`src/include/adc_defs.svh`:
```
`ifndef ADC_DEFS_SVH
`define ADC_DEFS_SVH

// phase clock counts, reset / fix / var
`define ADC_COUNT_W 24
// aperture and signal count, long integrations
`define ADC_APER_W  32

// apb bus widths
`define APB_ADDR_W  8
`define APB_DATA_W  32

//////////////////////////////
// register map, byte offsets
`define REG_CTRL       8'h00
`define REG_RESET      8'h04
`define REG_FIX        8'h08
`define REG_VAR        8'h0c
`define REG_APER       8'h10
`define REG_STATUS     8'h14
`define REG_CNT_RESET  8'h18
`define REG_CNT_POS    8'h1c
`define REG_CNT_NEG    8'h20
`define REG_CNT_RD     8'h24
`define REG_CNT_SIG    8'h28

// ctrl register bits
`define CTRL_START_BIT 0
`define CTRL_SLOW_BIT  1

`endif

```
`src/verilog/adc_pkg.sv`:
```
`default_nettype none

`include "adc_defs.svh"

package adc_pkg;

  // clock count for reset, fix and var phases
  typedef logic [`ADC_COUNT_W-1:0] count_t;
  // aperture and signal integration count
  typedef logic [`ADC_APER_W-1:0]  aper_t;
  typedef logic [`APB_ADDR_W-1:0]  apb_addr_t;
  typedef logic [`APB_DATA_W-1:0]  apb_data_t;

  // reference switch codes, two 4053 sections combined
  typedef enum logic [2:0] {
    refmux_none     = 3'b000,
    refmux_pos      = 3'b001,
    refmux_neg      = 3'b010,
    refmux_slow_pos = 3'b011,
    refmux_reset    = 3'b100
  } refmux_t;

  // modulator phases, each timed phase has a setup state in front
  typedef enum logic [3:0] {
    st_idle           = 4'd0,
    st_reset          = 4'd1,
    st_sig_start      = 4'd2,
    st_fix_pos_start  = 4'd3,
    st_fix_pos        = 4'd4,
    st_var_start      = 4'd5,
    st_var            = 4'd6,
    st_fix_neg_start  = 4'd7,
    st_fix_neg        = 4'd8,
    st_var2_start     = 4'd9,
    st_var2           = 4'd10,
    st_prerundown     = 4'd11,
    st_rundown        = 4'd12
  } mod_state_t;

  //////////////////////////////
  // host timing parameters
  typedef struct packed {
    count_t reset_cnt;
    count_t fix_cnt;
    count_t var_cnt;
    aper_t  aperture;
    logic   slow_rundown;
  } adc_params_t;

  // per reference clock counts of one measurement
  typedef struct packed {
    count_t reset_cnt;
    count_t pos_cnt;
    count_t neg_cnt;
    count_t rd_cnt;
    aper_t  sig_cnt;
  } adc_result_t;

  // host side of the apb bus
  typedef struct packed {
    logic      psel;
    logic      penable;
    logic      pwrite;
    apb_addr_t paddr;
    apb_data_t pwdata;
  } apb_req_t;

endpackage

`default_nettype wire

```
`src/verilog/adc_apb_regs.sv`:
```
`timescale 1ns/100ps
`default_nettype none

`include "adc_defs.svh"

module adc_apb_regs (
  input  wire                         clk,
  input  wire                         arst_n,
  input  wire adc_pkg::apb_req_t      apb_req,
  output adc_pkg::apb_data_t          prdata,
  input  wire                         adc_valid,
  input  wire adc_pkg::adc_result_t   result,
  output adc_pkg::adc_params_t        params,
  output logic                        start
);

  // access cycle qualifiers, no wait states
  logic wr_en;
  logic rd_en;

  assign wr_en = apb_req.psel && apb_req.penable && apb_req.pwrite;
  assign rd_en = apb_req.psel && !apb_req.pwrite;

  // counts are narrower than the bus
  function automatic adc_pkg::apb_data_t ext_count(input adc_pkg::count_t c);
    ext_count = {{(`APB_DATA_W-`ADC_COUNT_W){1'b0}}, c};
  endfunction

  //////////////////////////////
  // write side
  always_ff @(posedge clk or negedge arst_n)
  begin
    if (!arst_n)
    begin
      params <= '0;
      start  <= 1'b0;
    end
    else
    begin
      // start self clears after one cycle
      start <= 1'b0;

      if (wr_en)
      begin
        case (apb_req.paddr)
          `REG_CTRL:
          begin
            // start pulse shows the cycle after the access edge
            start               <= apb_req.pwdata[`CTRL_START_BIT];
            params.slow_rundown <= apb_req.pwdata[`CTRL_SLOW_BIT];
          end
          `REG_RESET:
            params.reset_cnt <= apb_req.pwdata[`ADC_COUNT_W-1:0];
          `REG_FIX:
            params.fix_cnt <= apb_req.pwdata[`ADC_COUNT_W-1:0];
          `REG_VAR:
            params.var_cnt <= apb_req.pwdata[`ADC_COUNT_W-1:0];
          `REG_APER:
            params.aperture <= apb_req.pwdata;
          // status and counts are read only
          default:
            ;
        endcase
      end
    end
  end

  //////////////////////////////
  // read side, data valid in the access cycle
  always_comb
  begin
    prdata = '0;
    if (rd_en)
    begin
      case (apb_req.paddr)
        // start always reads back zero
        `REG_CTRL:      prdata[`CTRL_SLOW_BIT] = params.slow_rundown;
        `REG_RESET:     prdata = ext_count(params.reset_cnt);
        `REG_FIX:       prdata = ext_count(params.fix_cnt);
        `REG_VAR:       prdata = ext_count(params.var_cnt);
        `REG_APER:      prdata = params.aperture;
        `REG_STATUS:    prdata[0] = adc_valid;
        `REG_CNT_RESET: prdata = ext_count(result.reset_cnt);
        `REG_CNT_POS:   prdata = ext_count(result.pos_cnt);
        `REG_CNT_NEG:   prdata = ext_count(result.neg_cnt);
        `REG_CNT_RD:    prdata = ext_count(result.rd_cnt);
        `REG_CNT_SIG:   prdata = result.sig_cnt;
        default:        prdata = '0;
      endcase
    end
  end

endmodule

`default_nettype wire

```
`src/verilog/adc_modulator.sv`:
```
`timescale 1ns/100ps
`default_nettype none

module adc_modulator (
  input  wire                         clk,
  input  wire                         arst_n,
  input  wire adc_pkg::adc_params_t   params,
  input  wire                         start,
  input  wire                         comparator_val,
  output adc_pkg::refmux_t            refmux,
  output logic                        sigmux,
  output logic                        cmpr_latch_disable,
  output logic                        capture,
  output logic                        adc_valid
);

  adc_pkg::mod_state_t state;
  adc_pkg::count_t     phase_cnt;
  adc_pkg::aper_t      aper_cnt;
  logic [2:0]          cmpr_sr;
  logic                cmpr_below;
  logic                cmpr_edge;

  // two flops deep, bit 2 only for edge detect
  assign cmpr_below = cmpr_sr[1];
  assign cmpr_edge  = cmpr_sr[2] ^ cmpr_sr[1];

  // first comparator edge in rundown ends the measurement
  // a restart in the same cycle wins
  assign capture = (state == adc_pkg::st_rundown) && cmpr_edge && !start;

  // below the cross, add neg ref to drive up
  function automatic adc_pkg::refmux_t var_dir(input logic below);
    var_dir = below ? adc_pkg::refmux_neg : adc_pkg::refmux_pos;
  endfunction

  always_ff @(posedge clk or negedge arst_n)
  begin
    if (!arst_n)
    begin
      state              <= adc_pkg::st_idle;
      phase_cnt          <= '0;
      aper_cnt           <= '0;
      cmpr_sr            <= '0;
      refmux             <= adc_pkg::refmux_reset;
      sigmux             <= 1'b0;
      cmpr_latch_disable <= 1'b1;
      adc_valid          <= 1'b0;
    end
    else
    begin
      cmpr_sr   <= {cmpr_sr[1:0], comparator_val};
      // free running, phases reload it
      phase_cnt <= phase_cnt - 1'b1;

      //////////////////////////////
      // aperture, independent of the run-up phases
      if (sigmux)
      begin
        aper_cnt <= aper_cnt + 1'b1;
        if (aper_cnt >= params.aperture)
          sigmux <= 1'b0;
      end

      case (state)
        // rest, integrator held in reset
        adc_pkg::st_idle:
          ;
        adc_pkg::st_reset:
          if (phase_cnt == '0)
            state <= adc_pkg::st_sig_start;
        adc_pkg::st_sig_start:
        begin
          state    <= adc_pkg::st_fix_pos_start;
          aper_cnt <= '0;
          sigmux   <= 1'b1;
          refmux   <= adc_pkg::refmux_none;
        end
        adc_pkg::st_fix_pos_start:
        begin
          state              <= adc_pkg::st_fix_pos;
          phase_cnt          <= params.fix_cnt;
          refmux             <= adc_pkg::refmux_pos;
          // comparator latch transparent
          cmpr_latch_disable <= 1'b0;
        end
        adc_pkg::st_fix_pos:
          if (phase_cnt == '0)
            state <= adc_pkg::st_var_start;
        adc_pkg::st_var_start:
        begin
          state     <= adc_pkg::st_var;
          phase_cnt <= params.var_cnt;
          refmux    <= var_dir(cmpr_below);
        end
        adc_pkg::st_var:
          if (phase_cnt == '0)
            state <= adc_pkg::st_fix_neg_start;
        adc_pkg::st_fix_neg_start:
        begin
          state     <= adc_pkg::st_fix_neg;
          phase_cnt <= params.fix_cnt;
          refmux    <= adc_pkg::refmux_neg;
        end
        adc_pkg::st_fix_neg:
          if (phase_cnt == '0)
            state <= adc_pkg::st_var2_start;
        adc_pkg::st_var2_start:
        begin
          state     <= adc_pkg::st_var2;
          phase_cnt <= params.var_cnt;
          refmux    <= var_dir(cmpr_below);
        end
        adc_pkg::st_var2:
          if (phase_cnt == '0)
          begin
            // exit once signal is off and an up phase left us above the cross
            if (!sigmux && refmux == adc_pkg::refmux_neg && !cmpr_below)
              state <= adc_pkg::st_prerundown;
            else
              state <= adc_pkg::st_fix_pos_start;
          end
        // neg ref kept one more cycle, margin above the cross
        adc_pkg::st_prerundown:
        begin
          state  <= adc_pkg::st_rundown;
          refmux <= params.slow_rundown ? adc_pkg::refmux_slow_pos : adc_pkg::refmux_pos;
        end
        adc_pkg::st_rundown:
          if (capture)
          begin
            state              <= adc_pkg::st_idle;
            refmux             <= adc_pkg::refmux_reset;
            sigmux             <= 1'b0;
            cmpr_latch_disable <= 1'b1;
            adc_valid          <= 1'b1;
          end
        default:
          state <= adc_pkg::st_idle;
      endcase

      // interruptible, start restarts from any state
      if (start)
      begin
        state              <= adc_pkg::st_reset;
        phase_cnt          <= params.reset_cnt;
        refmux             <= adc_pkg::refmux_reset;
        sigmux             <= 1'b0;
        cmpr_latch_disable <= 1'b1;
        adc_valid          <= 1'b0;
      end
    end
  end

endmodule

`default_nettype wire

```
`src/verilog/adc_ref_counters.sv`:
```
`timescale 1ns/100ps
`default_nettype none

module adc_ref_counters (
  input  wire                         clk,
  input  wire                         arst_n,
  input  wire                         start,
  input  wire adc_pkg::refmux_t       refmux,
  input  wire                         sigmux,
  input  wire                         capture,
  output adc_pkg::adc_result_t        result
);

  // running counts, same layout as the captured result
  adc_pkg::adc_result_t run;

  always_ff @(posedge clk or negedge arst_n)
  begin
    if (!arst_n)
    begin
      run    <= '0;
      result <= '0;
    end
    else
    begin
      //////////////////////////////
      // one count per cycle for the active switch
      case (refmux)
        adc_pkg::refmux_reset:
          run.reset_cnt <= run.reset_cnt + 1'b1;
        adc_pkg::refmux_pos:
          run.pos_cnt <= run.pos_cnt + 1'b1;
        adc_pkg::refmux_neg:
          run.neg_cnt <= run.neg_cnt + 1'b1;
        adc_pkg::refmux_slow_pos:
          run.rd_cnt <= run.rd_cnt + 1'b1;
        // both refs off, nothing to count
        default:
          ;
      endcase

      if (sigmux)
        run.sig_cnt <= run.sig_cnt + 1'b1;

      // latch on the edge that ends rundown, held until the next one
      if (capture)
        result <= run;

      // new measurement starts from zero
      if (start)
        run <= '0;
    end
  end

endmodule

`default_nettype wire

```
`src/verilog/adc_top.sv`:
```
`timescale 1ns/100ps
`default_nettype none

module adc_top (
  input  wire                         clk,
  input  wire                         arst_n,
  input  wire adc_pkg::apb_req_t      apb_req,
  output wire adc_pkg::apb_data_t     prdata,
  input  wire                         comparator_val,
  output wire adc_pkg::refmux_t       refmux,
  output wire                         sigmux,
  output wire                         cmpr_latch_disable,
  output wire                         adc_valid
);

  //////////////////////////////
  // internal nets
  wire adc_pkg::adc_params_t params;
  wire adc_pkg::adc_result_t result;
  wire                       start;
  // rundown end, counters latch on it
  wire                       capture;

  // host registers and start pulse
  adc_apb_regs adc_apb_regs_i (
    .clk       (clk),
    .arst_n    (arst_n),
    .apb_req   (apb_req),
    .prdata    (prdata),
    .adc_valid (adc_valid),
    .result    (result),
    .params    (params),
    .start     (start)
  );

  // phase sequencing and switch control
  adc_modulator adc_modulator_i (
    .clk                (clk),
    .arst_n             (arst_n),
    .params             (params),
    .start              (start),
    .comparator_val     (comparator_val),
    .refmux             (refmux),
    .sigmux             (sigmux),
    .cmpr_latch_disable (cmpr_latch_disable),
    .capture            (capture),
    .adc_valid          (adc_valid)
  );

  // clock counts per reference
  adc_ref_counters adc_ref_counters_i (
    .clk     (clk),
    .arst_n  (arst_n),
    .start   (start),
    .refmux  (refmux),
    .sigmux  (sigmux),
    .capture (capture),
    .result  (result)
  );

endmodule

`default_nettype wire
```
`config.mk`:
```
export PLATFORM = sky130hd
export DESIGN_NAME = adc_top
export DESIGN_NICKNAME = d
export VERILOG_FILES = /design/src/verilog/adc_pkg.sv /design/src/verilog/adc_apb_regs.sv /design/src/verilog/adc_modulator.sv /design/src/verilog/adc_ref_counters.sv /design/src/verilog/adc_top.sv
export VERILOG_INCLUDE_DIRS = /design/src /design/src/include
export SDC_FILE = /design/constraint.sdc
export NUM_CORES = 1
export LEC_CHECK = 0
export ABC_CLOCK_PERIOD_IN_PS = 3230
export BUFFER_PORTS_ARGS = -buffer_cell sky130_fd_sc_hd__clkbuf_2
export CAP_MARGIN = 0
export CELL_PAD_IN_SITES_DETAIL_PLACEMENT = 1
export CELL_PAD_IN_SITES_GLOBAL_PLACEMENT = 1
export CORE_ASPECT_RATIO = 0.5
export CORE_UTILIZATION = 52
export CTS_BUF_LIST = sky130_fd_sc_hd__clkbuf_4
export DETAILED_ROUTE_END_ITERATION = 10
export PLACE_DENSITY_LB_ADDON = 0.1
export SLEW_MARGIN = 20
export SYNTH_ARGS = -nofsm -noshare
export SYNTH_HDL_FRONTEND = slang
export SYNTH_SLANG_ARGS = --single-unit
```
`constraint.sdc`:
```
create_clock -name clk -period 3.23 [get_ports clk]
set_input_delay 0.4845 -clock clk [delete_from_list [all_inputs] [get_ports clk]]
set_output_delay 0.4845 -clock clk [all_outputs]
set_load 0.005 [all_outputs]
```
==> run summary <==
Total gr overflow: 0
Setup Viol. Count Final: 0
Sequential share of power: 0.491
Layout area overhead: 14.1%
H-tree depth: 3
Ys async rst share: 1.00
Post-route DRC: 0
Switching portion of total power: 0.319
Vias per cell: 6.18
Bufs on Longest Clock Path: 3
Crit path kind: in -> out
P_leak: 11.4 nW
Total Neg Setup Slack: 0 ns
Fin nets: 2250
Post-synthesis cell area: 0.0211 mm²
Status: complete, no violations
Average size of a mapped cell: 10.7 µm²
Final Max Tran Viols: 0
Post-Layout Cell Count: 2768
Slew headroom: 0.383
Min cycle time layout: 3.14 ns
Synth cell types: 72
Syn Nets: 2055
Switch Pwr: 4.21 mW
Clock slew seen by the registers of the worst setup and hold paths: 0.07 ns
RSZ-0062 raised after global routing: false
First-pass GRT wire length: 107 mm
Max FO, Critical Path: 12
Worst path required time: 2.75 ns
Fin area: 0.0241 mm²
Dominant cell type by area after synthesis: dfrtp_1
Layout Skew: 0.0436 ns
Clk Latency, worst-skew pair: 0.83 ns
Peak VDD IR: 303 µV
IO buf count: 83
Final period utilization: 0.973
Wire per inst: 25.3 µm
Area after DPL: 0.0225 mm²
Final wirelength: 70.0 mm
Die area: 0.0415 mm²
Setup bufs post-CTS: 0
TritonCTS Buffers: 99
CP max stage cell: o21ai_2
PwrDens: 546 mW/mm²
DRT Pass-1 Iters: 5
Clock sink count: 431
Yosys warns: 0
Via count: 17.1k
Crit path largest cell delay: 0.64 ns
Internal: 8.97 mW
Total core area: 0.0395 mm²
Clock share of power: 0.343
Die width: 287 µm
Placed Cells incl. Taps: 2562
Commonest non-fill, non-tap cell in the layout: dfrtp_1
Max-cap viol count: 0
Worst-path cell chain: clkbuf_2 -> nor3b_1 -> nand2_1 -> nor2_1 -> or4_1 -> o21ai_2 -> buf_4 -> nor2_1 -> clkbuf_2
Total track usage: 0.346
Die Height: 145 µm
Post-synth top area share: 0.508
Comb power frac: 0.166
Initial Utilization: 0.535
CTS tree: done
Commonest non-fill, non-tap cells in the layout: dfrtp_1 (428), nor2_1 (212), mux2_2 (204), nand2_1 (154), clkbuf_4 (144)
Startpoint Class: input pin
Routed Antenna Nets: 0
Initial antenna violation count: 2
Hpwl dp: 49.2 mm
Fmax: 318 MHz
HP Class: in -> reg
Hold Fails Final Rpt: 0
Post-synth EDFFs: 0
Total power: 13.2 mW
CP endpoint kind: output port
Top post-synthesis cells by area: dfrtp_1 (51%), mux2_2 (11%), xor2_1 (4.0%)
Seq/Total Area, Yosys: 0.510
Initial drt markers: 1593
Worst-Margin Slew: 0.922 ns
Rows: 51
Root Driver: clkbuf_4
Ratio of cells with drive above 1 in the final layout: 0.245
Worst Path Arrival: 2.66 ns
Mapped Cells: 1970
Largest net degree at the start of global routing: 73
Final core utilization: 0.611
Number of synthesized register bits: 431
Top_reg_cell synth: dfrtp_1
RePlAce Congestion: 0.959
IO Pins: 84
Vias in the first global route: 17.7k
-- path summary, 6_finish.rpt --
kind                                               startpoint  depth (start not counted)  slack (ns)                            end
worst max-delay path                              apb_req[35]                          9        0.09                     prdata[27]
worst min-delay path                               apb_req[1]                          3        0.06       adc_apb_regs_i.params[2]
worst max register to register  adc_modulator_i.phase_cnt[12]                          6        0.59  adc_modulator_i.phase_cnt[21]
worst min register to register     adc_modulator_i.cmpr_sr[0]                          0        0.37     adc_modulator_i.cmpr_sr[1]
max in group asynchronous                              arst_n                          4        2.07     adc_ref_counters_i.run[15]
min in group asynchronous                              arst_n                          2        0.23  adc_ref_counters_i.result[32]
-- state kept, by name, indices dropped and copies added (netlist names) --
register                            flops
adc_apb_regs_i.params                 105
adc_modulator_i.phase_cnt              24
adc_modulator_i.cmpr_latch_disable      1
adc_modulator_i.adc_valid               1
adc_modulator_i.sigmux                  1
adc_ref_counters_i.result             128
adc_apb_regs_i.start                    1
adc_modulator_i.state                   4
adc_modulator_i.refmux                  3
adc_modulator_i.aper_cnt               32
adc_ref_counters_i.run                128
adc_modulator_i.cmpr_sr                 3
-- cell families after synthesis --
family          after synthesis  synth area share
simple gates                626             0.145
flops                       431             0.510
compound gates              338             0.105
mux                         235             0.124
buf+inv                     153            0.0313
xor+xnor                    148            0.0613
fa+ha+maj                    39            0.0231
-- metrics by stage --
step / setup slack [ns] / hold WS [ns]
6_report: 0.0865 / 0.0634
5_1_grt: 0.00184 / 0.0319
4_1_cts: 0.0959 / 0.0173
3_5_place_dp: 0.101 / 0.352
3_3_place_gp: 0.112 / 0.346
2_1_floorplan: 0.645 / 0.189
-- metal layers --
metal / track usage / part of all wire / vias to the layer above
li1: - / - / 7477
met1: 0.490 / 0.45 / 8802
met2: 0.527 / 0.44 / 687
met3: 0.0831 / 0.085 / 131
met4: 0.107 / 0.025 / 2
met5: 0 / 0.00019 / -
-- critical path: cells and delay by family --
| family | cells | cell delay, ns |
|---|---|---|
| compound gates | 1 | 0.64 |
| buf+inv | 3 | 0.55 |
| simple gates | 5 | 0.98 |
-- synthesized netlist by cell type (21+ instances only) --
cell      number
inv_1         54
a31oi_1       22
nand4_1       46
ha_1          39
dfrtp_1      429
or3_1         34
buf_2         22
a21oi_1       74
xor2_1        97
xnor2_1       51
nand3_1       44
a22oi_1       55
and3_1        28
mux2i_1       26
nand2_1      154
o21ai_0       88
nor3_1        21
a221oi_1      23
mux2_2       204
clkbuf_1      51
nor2_1       216
-- power by group through the flow --
stage	Clock (mW)	Combinational, mW	Sequential (mW)
CTS	4.56	2.18	6.45
global route	4.83	2.41	6.52
finish	4.52	2.19	6.47
floorplan	0	1.50	6.24
global placement	0	2.03	6.52
detailed placement	0	2.13	6.54
-- repair_timing --
action	4_1_cts	5_1_grt
endpoints found under the hold margin	152	0
setup endpoints to repair	0	1
gates resized for setup	0	1
hold buffers	32	0
-- area by class of cell --
type	instances	area, µm²
fillers	4294	15400
diodes	2	5.00
clock buffers	144	1080
repair buffers	193	1460
inverters	54	203
clock inverters	28	169
flip-flops and latches	431	10800
well taps	530	663
multi-input cells	1386	9750
(Power assumes the default switching activity.)
